===== src/include/blend_cfg.svh =====
`ifndef BLEND_CFG_SVH
`define BLEND_CFG_SVH

// bits per colour channel.
`define BLEND_CHN_WIDTH 8

// channels per pixel, rgb.
`define BLEND_CHN_NUM 3

// rows, columns and window sizes.
`define BLEND_COORD_WIDTH 12

// register address width.
`define BLEND_REG_ADDR_WIDTH 3

`endif


===== src/verilog/blend_pkg.sv =====
`default_nettype none

`include "blend_cfg.svh"

package blend_pkg;

	typedef logic [`BLEND_CHN_WIDTH-1:0] chan_t;
	typedef logic [`BLEND_CHN_NUM*`BLEND_CHN_WIDTH-1:0] pixel_t;
	typedef logic [`BLEND_COORD_WIDTH-1:0] coord_t;
	typedef logic [`BLEND_CHN_WIDTH-1:0] alpha_t;
	typedef logic [`BLEND_REG_ADDR_WIDTH-1:0] reg_addr_t;

	// one beat of a pixel stream, valid and ready travel beside it.
	typedef struct packed {
		pixel_t data;
		logic sof;
		logic last;
	} stream_beat_t;

	typedef enum reg_addr_t {
		REG_LEFT   = 3'd0,
		REG_TOP    = 3'd1,
		REG_WIDTH  = 3'd2,
		REG_HEIGHT = 3'd3,
		REG_ALPHA  = 3'd4,
		REG_ENABLE = 3'd5
	} reg_sel_e;

	typedef struct packed {
		coord_t left;
		coord_t top;
		coord_t width;
		coord_t height;
		alpha_t alpha;
		logic enable;
	} win_cfg_t;

endpackage

`default_nettype wire


===== src/verilog/overlay_regs.sv =====
`timescale 1ns/1ps
`default_nettype none

`include "blend_cfg.svh"

module overlay_regs
	import blend_pkg::*;
(
	input wire clk,
	input wire resetn,

	input wire cfg_we,
	input wire reg_addr_t cfg_addr,
	input wire coord_t cfg_wdata,

	input wire frame_done,
	output win_cfg_t win_cfg
);

	win_cfg_t pending;
	win_cfg_t active;

	// writes land in the pending copy only.
	always_ff @(posedge clk) begin
		if (!resetn) begin
			pending <= '0;
		end else if (cfg_we) begin
			case (reg_sel_e'(cfg_addr))
				REG_LEFT:   pending.left <= cfg_wdata;
				REG_TOP:    pending.top <= cfg_wdata;
				REG_WIDTH:  pending.width <= cfg_wdata;
				REG_HEIGHT: pending.height <= cfg_wdata;
				REG_ALPHA:  pending.alpha <= cfg_wdata[$bits(alpha_t)-1:0];
				REG_ENABLE: pending.enable <= cfg_wdata[0];
				default:    ;
			endcase
		end
	end

	// swap at the frame boundary.
	always_ff @(posedge clk) begin
		if (!resetn || frame_done)
			active <= pending;
	end

	// the first pixel of a frame already sees the new window.
	assign win_cfg = frame_done ? pending : active;

endmodule

`default_nettype wire


===== src/verilog/overlay_top.sv =====
`timescale 1ns/1ps
`default_nettype none

`include "blend_cfg.svh"

module overlay_top
	import blend_pkg::*;
(
	input wire clk,
	input wire resetn,

	input wire cfg_we,
	input wire reg_addr_t cfg_addr,
	input wire coord_t cfg_wdata,

	input wire base_valid,
	input wire stream_beat_t base_beat,
	output logic base_ready,

	input wire ovl_valid,
	input wire stream_beat_t ovl_beat,
	output logic ovl_ready,

	output logic m_valid,
	output stream_beat_t m_beat,
	input wire m_ready
);

	win_cfg_t win_cfg;
	logic frame_done;
	logic in_window;
	logic base_fire;
	logic base_sof;
	logic base_last;
	logic rel_valid;
	stream_beat_t rel_beat;
	logic rel_ready;

	overlay_regs i_regs (
		.clk        (clk),
		.resetn     (resetn),
		.cfg_we     (cfg_we),
		.cfg_addr   (cfg_addr),
		.cfg_wdata  (cfg_wdata),
		.frame_done (frame_done),
		.win_cfg    (win_cfg)
	);

	// overlay side gets a registered ready.
	stream_relay i_relay (
		.clk     (clk),
		.resetn  (resetn),
		.s_valid (ovl_valid),
		.s_beat  (ovl_beat),
		.s_ready (ovl_ready),
		.m_valid (rel_valid),
		.m_beat  (rel_beat),
		.m_ready (rel_ready)
	);

	window_tracker i_tracker (
		.clk        (clk),
		.resetn     (resetn),
		.base_fire  (base_fire),
		.base_sof   (base_sof),
		.base_last  (base_last),
		.win_cfg    (win_cfg),
		.in_window  (in_window),
		.frame_done (frame_done)
	);

	pixel_blender i_blender (
		.clk        (clk),
		.resetn     (resetn),
		.base_valid (base_valid),
		.base_beat  (base_beat),
		.base_ready (base_ready),
		.rel_valid  (rel_valid),
		.rel_beat   (rel_beat),
		.rel_ready  (rel_ready),
		.in_window  (in_window),
		.win_cfg    (win_cfg),
		.base_fire  (base_fire),
		.base_sof   (base_sof),
		.base_last  (base_last),
		.m_valid    (m_valid),
		.m_beat     (m_beat),
		.m_ready    (m_ready)
	);

endmodule

`default_nettype wire


===== src/verilog/pixel_blender.sv =====
`timescale 1ns/1ps
`default_nettype none

`include "blend_cfg.svh"

module pixel_blender
	import blend_pkg::*;
(
	input wire clk,
	input wire resetn,

	input wire base_valid,
	input wire stream_beat_t base_beat,
	output logic base_ready,

	input wire rel_valid,
	input wire stream_beat_t rel_beat,
	output logic rel_ready,

	input wire in_window,
	input wire win_cfg_t win_cfg,

	output logic base_fire,
	output logic base_sof,
	output logic base_last,

	output logic m_valid,
	output stream_beat_t m_beat,
	input wire m_ready
);

	localparam int CW = `BLEND_CHN_WIDTH;
	localparam int CN = `BLEND_CHN_NUM;

	logic run;
	logic use_ovl;
	logic slot_free;
	pixel_t mix_pix;

	// out = (ovl * a + base * (256 - a)) >> 8.
	function automatic chan_t blend_chan(input chan_t b, input chan_t o, input alpha_t a);
		logic [CW:0] inv;
		logic [2*CW:0] acc;
		inv = (CW+1)'(1 << CW) - a;
		acc = o * a + b * inv;
		return acc[2*CW-1:CW];
	endfunction

	// inputs held off until reset is released.
	always_ff @(posedge clk) begin
		if (!resetn)
			run <= 1'b0;
		else
			run <= 1'b1;
	end

	assign use_ovl = in_window && win_cfg.enable;
	assign slot_free = !m_valid || m_ready;

	// an in-window base pixel waits for its overlay partner.
	assign base_ready = run && slot_free && (!use_ovl || rel_valid);
	assign rel_ready = base_valid && base_ready && use_ovl;

	assign base_fire = base_valid && base_ready;
	assign base_sof = base_valid && base_beat.sof;
	assign base_last = base_beat.last;

	always_comb begin
		mix_pix = base_beat.data;
		if (use_ovl) begin
			for (int c = 0; c < CN; c++) begin
				mix_pix[c*CW +: CW] = blend_chan(base_beat.data[c*CW +: CW],
					rel_beat.data[c*CW +: CW], win_cfg.alpha);
			end
		end
	end

	always_ff @(posedge clk) begin
		if (!resetn)
			m_valid <= 1'b0;
		else if (slot_free)
			m_valid <= base_fire;
	end

	always_ff @(posedge clk) begin
		if (base_fire) begin
			m_beat.data <= mix_pix;
			m_beat.sof <= base_beat.sof;
			m_beat.last <= base_beat.last;
		end
	end

	// a base pixel held back for its overlay partner must not change.
	a_base_hold: assert property (@(posedge clk) disable iff (!resetn)
		base_valid && !base_ready |=> base_valid && $stable(base_beat));

	a_out_hold: assert property (@(posedge clk) disable iff (!resetn)
		m_valid && !m_ready |=> m_valid && $stable(m_beat));

endmodule

`default_nettype wire


===== src/verilog/stream_relay.sv =====
`timescale 1ns/1ps
`default_nettype none

`include "blend_cfg.svh"

module stream_relay
	import blend_pkg::*;
(
	input wire clk,
	input wire resetn,

	input wire s_valid,
	input wire stream_beat_t s_beat,
	output logic s_ready,

	output logic m_valid,
	output stream_beat_t m_beat,
	input wire m_ready
);

	stream_beat_t skid_beat;
	logic skid_valid;
	logic s_fire;
	logic main_free;
	logic main_load;
	logic main_from_skid;
	logic skid_load;
	logic main_valid_d;
	logic skid_valid_d;

	assign s_fire = s_valid && s_ready;
	assign main_free = !m_valid || m_ready;

	// the skid slot fills only while the main slot is held.
	always_comb begin
		main_valid_d = m_valid;
		skid_valid_d = skid_valid;
		main_load = 1'b0;
		main_from_skid = 1'b0;
		skid_load = 1'b0;
		if (main_free) begin
			if (skid_valid) begin
				main_load = 1'b1;
				main_from_skid = 1'b1;
				main_valid_d = 1'b1;
				skid_valid_d = 1'b0;
			end else begin
				main_load = s_fire;
				main_valid_d = s_fire;
			end
		end else if (s_fire) begin
			skid_load = 1'b1;
			skid_valid_d = 1'b1;
		end
	end

	always_ff @(posedge clk) begin
		if (!resetn) begin
			m_valid <= 1'b0;
			skid_valid <= 1'b0;
			s_ready <= 1'b0;
		end else begin
			m_valid <= main_valid_d;
			skid_valid <= skid_valid_d;
			s_ready <= !skid_valid_d;
		end
	end

	always_ff @(posedge clk) begin
		if (main_load)
			m_beat <= main_from_skid ? skid_beat : s_beat;
		if (skid_load)
			skid_beat <= s_beat;
	end

	a_hold: assert property (@(posedge clk) disable iff (!resetn)
		m_valid && !m_ready |=> m_valid && $stable(m_beat));

endmodule

`default_nettype wire


===== src/verilog/window_tracker.sv =====
`timescale 1ns/1ps
`default_nettype none

`include "blend_cfg.svh"

module window_tracker
	import blend_pkg::*;
(
	input wire clk,
	input wire resetn,

	input wire base_fire,
	input wire base_sof,
	input wire base_last,

	input wire win_cfg_t win_cfg,
	output logic in_window,
	output logic frame_done
);

	coord_t row;
	coord_t col;
	coord_t cur_row;
	coord_t cur_col;
	logic [`BLEND_COORD_WIDTH:0] row_end;
	logic [`BLEND_COORD_WIDTH:0] col_end;
	logic row_hit;
	logic col_hit;

	// a sof beat is row 0, column 0 whatever the counters hold.
	assign cur_row = base_sof ? '0 : row;
	assign cur_col = base_sof ? '0 : col;

	always_ff @(posedge clk) begin
		if (!resetn) begin
			row <= '0;
			col <= '0;
		end else if (base_fire) begin
			if (base_last) begin
				row <= cur_row + 1'b1;
				col <= '0;
			end else begin
				row <= cur_row;
				col <= cur_col + 1'b1;
			end
		end
	end

	// one extra bit so top plus height cannot wrap.
	assign row_end = {1'b0, win_cfg.top} + {1'b0, win_cfg.height};
	assign col_end = {1'b0, win_cfg.left} + {1'b0, win_cfg.width};

	assign row_hit = (cur_row >= win_cfg.top) && ({1'b0, cur_row} < row_end);
	assign col_hit = (cur_col >= win_cfg.left) && ({1'b0, cur_col} < col_end);

	assign in_window = win_cfg.enable && row_hit && col_hit;

	// high while a sof beat waits, so the new window is in place for it.
	assign frame_done = base_sof;

	a_col_range: assert property (@(posedge clk) disable iff (!resetn)
		col != '1);

endmodule

`default_nettype wire

===== config.mk =====
export PLATFORM = sky130hd
export DESIGN_NAME = overlay_top
export DESIGN_NICKNAME = d
export VERILOG_FILES = /design/src/verilog/blend_pkg.sv /design/src/verilog/overlay_regs.sv /design/src/verilog/overlay_top.sv /design/src/verilog/pixel_blender.sv /design/src/verilog/stream_relay.sv /design/src/verilog/window_tracker.sv
export VERILOG_INCLUDE_DIRS = /design/src /design/src/include
export SDC_FILE = /design/constraint.sdc
export NUM_CORES = 1
export LEC_CHECK = 0
export BUFFER_PORTS_ARGS = -buffer_cell sky130_fd_sc_hd__buf_4
export CAP_MARGIN = 20
export CORE_ASPECT_RATIO = 1.25
export CORE_MARGIN = 4
export CORE_UTILIZATION = 35
export DETAILED_ROUTE_END_ITERATION = 12
export GPL_TIMING_DRIVEN = 0
export MAX_ROUTING_LAYER = met4
export PLACE_DENSITY_LB_ADDON = 0.15
export SLEW_MARGIN = 5
export SYNTH_ARGS = -nofsm -noshare
export SYNTH_HDL_FRONTEND = slang
export SYNTH_SLANG_ARGS = --single-unit

===== constraint.sdc =====
create_clock -name clk -period 14.1 [get_ports clk]
set_input_delay 4.23 -clock clk [delete_from_list [all_inputs] [get_ports clk]]
set_output_delay 4.23 -clock clk [all_outputs]
set_load 0.005 [all_outputs]

After elaboration in Yosys (flattened, before gate mapping) --
Cells that the tools add are included.
Storage, ports and cells: bits in registers 219, input port bits 73, output and inout port bits 29
Cells by class: multiply operators 6, muxes and demuxes 16, equality and inequality tests 5, reductions and logical operators 27, magnitude comparators 4, add/subtract/negate cells 8
Operators by type and width (count):
- 2-to-1 mux 57 bit | 1
- adder 16 bit | 3
- multiplier 8 x 8 -> 16 bit | 3
- multiplier 8 x 9 -> 16 bit | 3
- 2-to-1 mux 12 bit | 4
- adder 12 x 12 -> 13 bit | 2
- less-than comparator 12 x 13 -> 1 bit | 2
- 2-to-1 mux 26 bit | 1
- adder 12 x 1 -> 12 bit (second input constant) | 2
- >= comparator 12 bit | 2
- 2-to-1 mux 24 bit | 1
- AND reduction 2 bit | 6
- logical AND 1 bit | 11
- 2-to-1 mux 1 bit | 9
- subtractor 9 x 8 -> 9 bit (first input constant) | 1
- == test 3 x 2 -> 1 bit (second input constant) | 2
- == test 3 bit (second input constant) | 2
- logical NOT 1 bit | 5
- logical OR 1 bit | 4
- == test 3 x 1 -> 1 bit (second input constant) | 1
- logical NOT 3 bit | 1

Depth between registers and ports, before layout --
word-level depth 16, depth in mapped cells 32, mapped depth without buffers 29

By module --
From an unflattened synthesis, not the netlist that was laid out.
Unflattened totals: cell total of the unflattened synthesis 2456, area, all modules 24337.1 um^2
By module, submodules not included:
- pixel_blender | sequential area each 820.8 um^2, cells an instance 1588, times used 1, area an instance 14293.7 um^2
- overlay_regs | sequential area each 2852.7 um^2, cells an instance 324, times used 1, area an instance 4485.6 um^2
- window_tracker | sequential area each 480.5 um^2, cells an instance 450, times used 1, area an instance 3458.3 um^2
- stream_relay | sequential area each 1621.6 um^2, cells an instance 94, times used 1, area an instance 2099.5 um^2

Least setup slack after synthesis --
No wires, ideal clock.
kind input -> output, from input port base_beat[1] (netlist name), to output port base_ready, data arrival time 8.811 ns, required time 9.870 ns, slack 1.059 ns, cell stages on the path 22, path through nand2_1 clkbuf_1 clkbuf_1 clkbuf_1 clkbuf_1 mux2i_1 inv_1 ha_1 a21oi_1 o21bai_1 a21oi_1 o21ai_0 a21o_1 a21oi_1 xor2_1 ha_1 o21a_1 o31ai_1 o211ai_1 a221o_2 nor4_1 nor2_1
On the way: word-level cells in the longest chain between the ends 11
RTL lines:
- start: declaration | RTL line overlay_top.sv:17 | input wire stream_beat_t base_beat,
- logical AND 1 bit * | RTL line pixel_blender.sv:65 | assign base_sof = base_valid && base_beat.sof;
- 2-to-1 mux 57 bit | RTL line overlay_regs.sv:47 | assign win_cfg = frame_done ? pending : active;
- adder 12 x 12 -> 13 bit | RTL line window_tracker.sv:50 | assign row_end = {1'b0, win_cfg.top} + {1'b0, win_cfg.height};
- less-than comparator 12 x 13 -> 1 bit | RTL line window_tracker.sv:53 | assign row_hit = (cur_row >= win_cfg.top) && ({1'b0, cur_row} < row_end);
- logical AND 1 bit | RTL line window_tracker.sv:53
- logical AND 1 bit (2 in series) | RTL line window_tracker.sv:56 | assign in_window = win_cfg.enable && row_hit && col_hit;
- logical AND 1 bit * | RTL line pixel_blender.sv:57 | assign use_ovl = in_window && win_cfg.enable;
- logical NOT 1 bit * | RTL line pixel_blender.sv:61 | assign base_ready = run && slot_free && (!use_ovl || rel_valid);
- logical OR 1 bit * | RTL line pixel_blender.sv:61
- logical AND 1 bit * | RTL line pixel_blender.sv:61
- end: declaration | RTL line overlay_top.sv:18 | output logic base_ready,
Every way passes the cells marked *; elsewhere a longest branch is shown, timed or not.

Worst setup path after layout --
from input port base_valid, to output port base_ready
On the way: word-level cells in the longest chain between the ends 11
RTL lines:
- start: declaration | RTL line overlay_top.sv:16 | input wire base_valid,
- logical AND 1 bit * | RTL line pixel_blender.sv:65
- 2-to-1 mux 57 bit | RTL line overlay_regs.sv:47
- adder 12 x 12 -> 13 bit | RTL line window_tracker.sv:50
- less-than comparator 12 x 13 -> 1 bit | RTL line window_tracker.sv:53
- logical AND 1 bit | RTL line window_tracker.sv:53
- logical AND 1 bit (2 in series) | RTL line window_tracker.sv:56
- logical AND 1 bit * | RTL line pixel_blender.sv:57
- logical NOT 1 bit * | RTL line pixel_blender.sv:61
- logical OR 1 bit * | RTL line pixel_blender.sv:61
- logical AND 1 bit * | RTL line pixel_blender.sv:61
Marks and branches as above.

==> qor.json <==
{
  "synthXorXnorAreaFrac": {"value": 2.28, "unit": "%"},
  "synth_seq_cells": {"value": 217},
  "initial_util": {"value": 35.5, "unit": "%"},
  "nFillCells": {"value": 6773},
  "final_max_slew_viol_count": {"value": 0},
  "first_iter_violations": {"value": 646},
  "top_level_ports": {"value": 102},
  "worst_hold_path.endpoint": {"value": "i_regs.active[6]"},
  "reg2reg_setup_slack": {"value": 5.31, "unit": "ns"},
  "coreArea": {"value": 67100, "unit": "um^2"},
  "area_growth": {"value": 11.4, "unit": "%"},
  "synth_edf_count": {"value": 131},
  "worst_setup_hold_path_clk_slew": {"value": 0.06, "unit": "ns"},
  "cp.arrival": {"value": 9.44, "unit": "ns"},
  "gpl.final_weighted_congestion": {"value": 0.885},
  "hold_path.class": {"value": "flip-flop to flip-flop"},
  "post_synth_most_frequent_cells": {"value": "sky130_fd_sc_hd__nand2_1, sky130_fd_sc_hd__inv_1, sky130_fd_sc_hd__fa_1"},
  "cts_max_level": {"value": 1},
  "post_cts_resize_count": {"value": 9},
  "worst_hold_slack": {"value": 0.455, "unit": "ns"},
  "synth_top_family_by_area": {"value": "adder cells"},
  "required": {"value": 9.87, "unit": "ns"},
  "mappedNetlistNets": {"value": 3180},
  "p_leak": {"value": 12.5, "unit": "nW"},
  "synth_mux_area_share": {"value": 2.70, "unit": "%"},
  "numClockSinks": {"value": 217},
  "finalWorstPathRequiredPeriod": {"value": 13.67, "unit": "ns"},
  "wl_per_cell": {"value": 19.5, "unit": "um"},
  "design.final.nets": {"value": 3292},
  "worst_clock_skew": {"value": 0.0296, "unit": "ns"},
  "tritoncts": {"value": "yes"},
  "number_of_port_buffers": {"value": 82},
  "setup.worst_path.end_class": {"value": "output pin"},
  "synth_most_common_cell": {"value": "sky130_fd_sc_hd__nand2_1"},
  "number_of_global_route_vias_before_repair": {"value": 19000},
  "fmaxAchievable": {"value": 73.2, "unit": "MHz"},
  "die_w": {"value": 241, "unit": "um"},
  "cts_hold_buf": {"value": 0},
  "grt_overflow": {"value": 0},
  "totalWireLength": {"value": 69400, "unit": "um"},
  "dp_hpwl": {"value": 56400, "unit": "um"},
  "synth.area.top_cells": {"value": "sky130_fd_sc_hd__fa_1, sky130_fd_sc_hd__edfxtp_1, sky130_fd_sc_hd__ha_1, sky130_fd_sc_hd__dfxtp_1, sky130_fd_sc_hd__nand2_1"},
  "clk_root_buffer_cell": {"value": "sky130_fd_sc_hd__clkbuf_16"},
  "post_synth_fa_ha_maj_area_fraction": {"value": 38.6, "unit": "%"},
  "die-height": {"value": 300, "unit": "um"},
  "syn_area_per_cell": {"value": 9.32, "unit": "um^2"},
  "power_density": {"value": 182, "unit": "nW/um^2"},
  "maximum_number_of_pins_on_one_net_before_global_route_repair": {"value": 58},
  "synth-main-ff-cell": {"value": "sky130_fd_sc_hd__edfxtp_1"},
  "setup_repair_after_global_routing_missed_its_margin": {"value": "false"},
  "worst-path-max-fanout": {"value": 10},
  "critical_path.reg2reg.endpoint": {"value": "i_blender.m_beat[24]"},
  "r2r.worst_path.cells": {"value": 27},
  "hold_start": {"value": "i_regs.pending[6]"},
  "numCtsBuffers": {"value": 27},
  "synth_compound_gate_area_share": {"value": 6.27, "unit": "%"},
  "kind_of_start_point_of_the_critical_path": {"value": "input pin"},
  "post-layout-total-power": {"value": 4.84, "unit": "mW"},
  "detailroute.via_count": {"value": 17500},
  "tightestPinTransition": {"value": 1.15, "unit": "ns"},
  "r2r_start": {"value": "i_regs.active[1]"},
  "antenna_found_initial": {"value": 0},
  "pre_repair_dr_iteration_count": {"value": 5},
  "postSynthCellCount": {"value": 2555},
  "post_synth_num_cell_types": {"value": 68},
  "clock_tree.buffer_depth": {"value": 3},
  "antenna_cells": {"value": 0},
  "report.final.hold_viol_count": {"value": 0},
  "number_of_cell_rows": {"value": 106},
  "design.die.area": {"value": 72300, "unit": "um^2"},
  "finalCritPeriodShare": {"value": 96.9, "unit": "%"},
  "insertion_delay": {"value": 0.58, "unit": "ns"},
  "setup_viol": {"value": 0},
  "yosysWarnings": {"value": 0},
  "max_cap_viol": {"value": 0},
  "share_of_the_yosys_chip_area_belonging_to_registers": {"value": 23.8, "unit": "%"},
  "timing.max_slew.rel_slack": {"value": 22.8, "unit": "%"},
  "crit_type": {"value": "input pin to output pin"},
  "vias_per_cell": {"value": 4.92},
  "ir_worst_vdd": {"value": 232, "unit": "uV"},
  "postCtsSetupRepairBufs": {"value": 0},
  "grt_usage": {"value": 20.1, "unit": "%"},
  "ys_async_sr_fraction": {"value": 0, "unit": "%"},
  "synth_top_area_share": {"value": 25.7, "unit": "%"},
  "detail_route.drc_violations": {"value": 0},
  "final_antenna_net_count": {"value": 0},
  "mappedNetlistArea": {"value": 23800, "unit": "um^2"},
  "area_fraction_in_and_or_nand_and_nor_cells_after_synthesis": {"value": 17.8, "unit": "%"},
  "run_status": {"value": "completed"},
  "post_route_cells_drive_above_1_share": {"value": 7.85, "unit": "%"},
  "min_delay_path_depth": {"value": 0},
  "yosys.area.top_type": {"value": "sky130_fd_sc_hd__fa_1"},
  "wire_length_of_the_first_global_routing_pass": {"value": 109000, "unit": "um"}
}
layer usage:
| layer | routed length, um | global-route usage [%] |
|---|---|---|
| met5 | 0 | - |
| met2 | 36700 | 36.9 |
| met3 | 2250 | 2.06 |
| met4 | 2690 | 6.55 |
| met1 | 27800 | 22.9 |
how the worst max path moves through the flow:
| stage | start | to | slack, ns | cells after the start |
|---|---|---|---|---|
| 2_1_floorplan | base_beat[1] | base_ready | 1.06 | 22 |
| 3_5_place_dp | base_beat[1] | base_ready | -1.18 | 24 |
| 3_3_place_gp | base_beat[1] | base_ready | -1.29 | 24 |
| 5_1_grt | base_beat[1] | base_ready | 0.05 | 26 |
| 6_report | base_valid | base_ready | 0.43 | 24 |
| 4_1_cts | base_beat[1] | base_ready | 0.09 | 22 |
cells in the final DEF (no fill, tap or decap), types with 6 or more instances in the layout:
cell | Yosys | routed
sky130_fd_sc_hd__or3b_2 | 6 | 6
sky130_fd_sc_hd__o21a_1 | 11 | 11
sky130_fd_sc_hd__mux2_2 | 36 | 36
sky130_fd_sc_hd__buf_1 | 15 | 12
sky130_fd_sc_hd__a211oi_1 | 10 | 10
sky130_fd_sc_hd__nand3_1 | 27 | 27
sky130_fd_sc_hd__xor2_1 | 17 | 17
sky130_fd_sc_hd__buf_2 | 4 | 7
sky130_fd_sc_hd__fa_1 | 305 | 305
sky130_fd_sc_hd__clkbuf_16 | 0 | 28
sky130_fd_sc_hd__o31ai_1 | 7 | 6
sky130_fd_sc_hd__o21ai_0 | 46 | 46
sky130_fd_sc_hd__inv_1 | 436 | 436
sky130_fd_sc_hd__a21oi_1 | 115 | 115
sky130_fd_sc_hd__nor3_1 | 20 | 20
sky130_fd_sc_hd__clkbuf_1 | 76 | 73
sky130_fd_sc_hd__nand2b_1 | 15 | 15
sky130_fd_sc_hd__a21o_1 | 8 | 8
sky130_fd_sc_hd__ha_1 | 247 | 247
sky130_fd_sc_hd__clkbuf_8 | 0 | 6
sky130_fd_sc_hd__nand2_1 | 455 | 453
sky130_fd_sc_hd__buf_4 | 1 | 84
sky130_fd_sc_hd__xnor2_1 | 45 | 45
sky130_fd_sc_hd__mux2i_1 | 21 | 21
sky130_fd_sc_hd__and3_1 | 10 | 10
sky130_fd_sc_hd__and2_1 | 204 | 204
sky130_fd_sc_hd__edfxtp_1 | 131 | 131
sky130_fd_sc_hd__dfxtp_1 | 86 | 86
sky130_fd_sc_hd__nor2_1 | 74 | 73
sky130_fd_sc_hd__nor2b_1 | 45 | 45
sky130_fd_sc_hd__nand4_1 | 10 | 10
metrics by stage:
step | setup WS, ns | TNS, ns | instance area (um^2) | util, % | cells
after floorplan | 1.06 | 0 | 23800 | - | 2555
after CTS | 0.0925 | 0 | 26500 | 39.5 | 3551
after global placement | -1.29 | -1.29 | 25500 | 38.0 | 3501
final | 0.433 | 0 | 26500 | 39.5 | 3552
after global routing | 0.0468 | 0 | 26500 | 39.5 | 3552
after detailed placement | -1.18 | -1.18 | 25500 | 38.1 | 3503
power by group:
group	switching (mW)	internal, mW	leakage (nW)
registers	0.0193	0.701	1.99
clock network	0.297	0.417	0.451
logic	1.92	1.48	10.0
worst max-delay path, cell delays in order:
cell,delay (ns)
sky130_fd_sc_hd__buf_4,0.14
sky130_fd_sc_hd__and2_1,0.13
sky130_fd_sc_hd__clkbuf_1,0.27
sky130_fd_sc_hd__clkbuf_4,0.31
sky130_fd_sc_hd__clkbuf_4,0.29
sky130_fd_sc_hd__buf_2,0.27
sky130_fd_sc_hd__nand2_1,0.08
sky130_fd_sc_hd__nand2_1,0.07
sky130_fd_sc_hd__ha_1,0.26
sky130_fd_sc_hd__a21oi_1,0.23
sky130_fd_sc_hd__o21bai_1,0.10
sky130_fd_sc_hd__a21oi_1,0.25
sky130_fd_sc_hd__o21ai_0,0.18
sky130_fd_sc_hd__a21o_1,0.22
sky130_fd_sc_hd__a21oi_1,0.18
sky130_fd_sc_hd__xor2_1,0.22
sky130_fd_sc_hd__ha_1,0.28
sky130_fd_sc_hd__o21a_1,0.17
sky130_fd_sc_hd__o31ai_1,0.31
sky130_fd_sc_hd__o211ai_1,0.14
sky130_fd_sc_hd__a221o_2,0.50
sky130_fd_sc_hd__nor4_4,0.35
sky130_fd_sc_hd__nor2_1,0.10
sky130_fd_sc_hd__buf_4,0.15
sequential cells by signal (all words and copies together), names as in the netlist:
name                cells
i_regs.pending         57
i_blender.m_beat       26
i_regs.active          57
i_relay.m_valid         1
i_blender.m_valid       1
i_relay.skid_valid      1
i_blender.run           1
i_relay.s_ready         1
i_relay.m_beat         24
i_tracker.col          12
i_relay.skid_beat      24
i_tracker.row          12
cell type report:
cell class | instances | area (um^2) | share of cell area (%)
Inverter | 437 | 1640 | 6.19
Multi-Input combinational cell | 1802 | 16200 | 60.9
Timing Repair Buffer | 85 | 661 | 2.49
Clock buffer | 37 | 795 | 3.00
Sequential cell | 217 | 5660 | 21.3
Buffer | 97 | 405 | 1.53
Clock inverter | 13 | 124 | 0.467
Tap cell | 864 | 1080 | 4.08
kinds of logic (layout without fill, tap and decap cells):
| kind of cell | count (synthesis) | count (layout) |
|---|---|---|
| AO/OA/AOI/OAI | 240 | 240 |
| buffers and inverters | 536 | 669 |
| XOR/XNOR | 62 | 62 |
| AND/OR/NAND/NOR | 889 | 889 |
| multiplexers | 59 | 59 |
| adder cells (fa/ha/maj) | 552 | 552 |
| flip-flops | 217 | 217 |
Power figures use the tool's default switching activity.
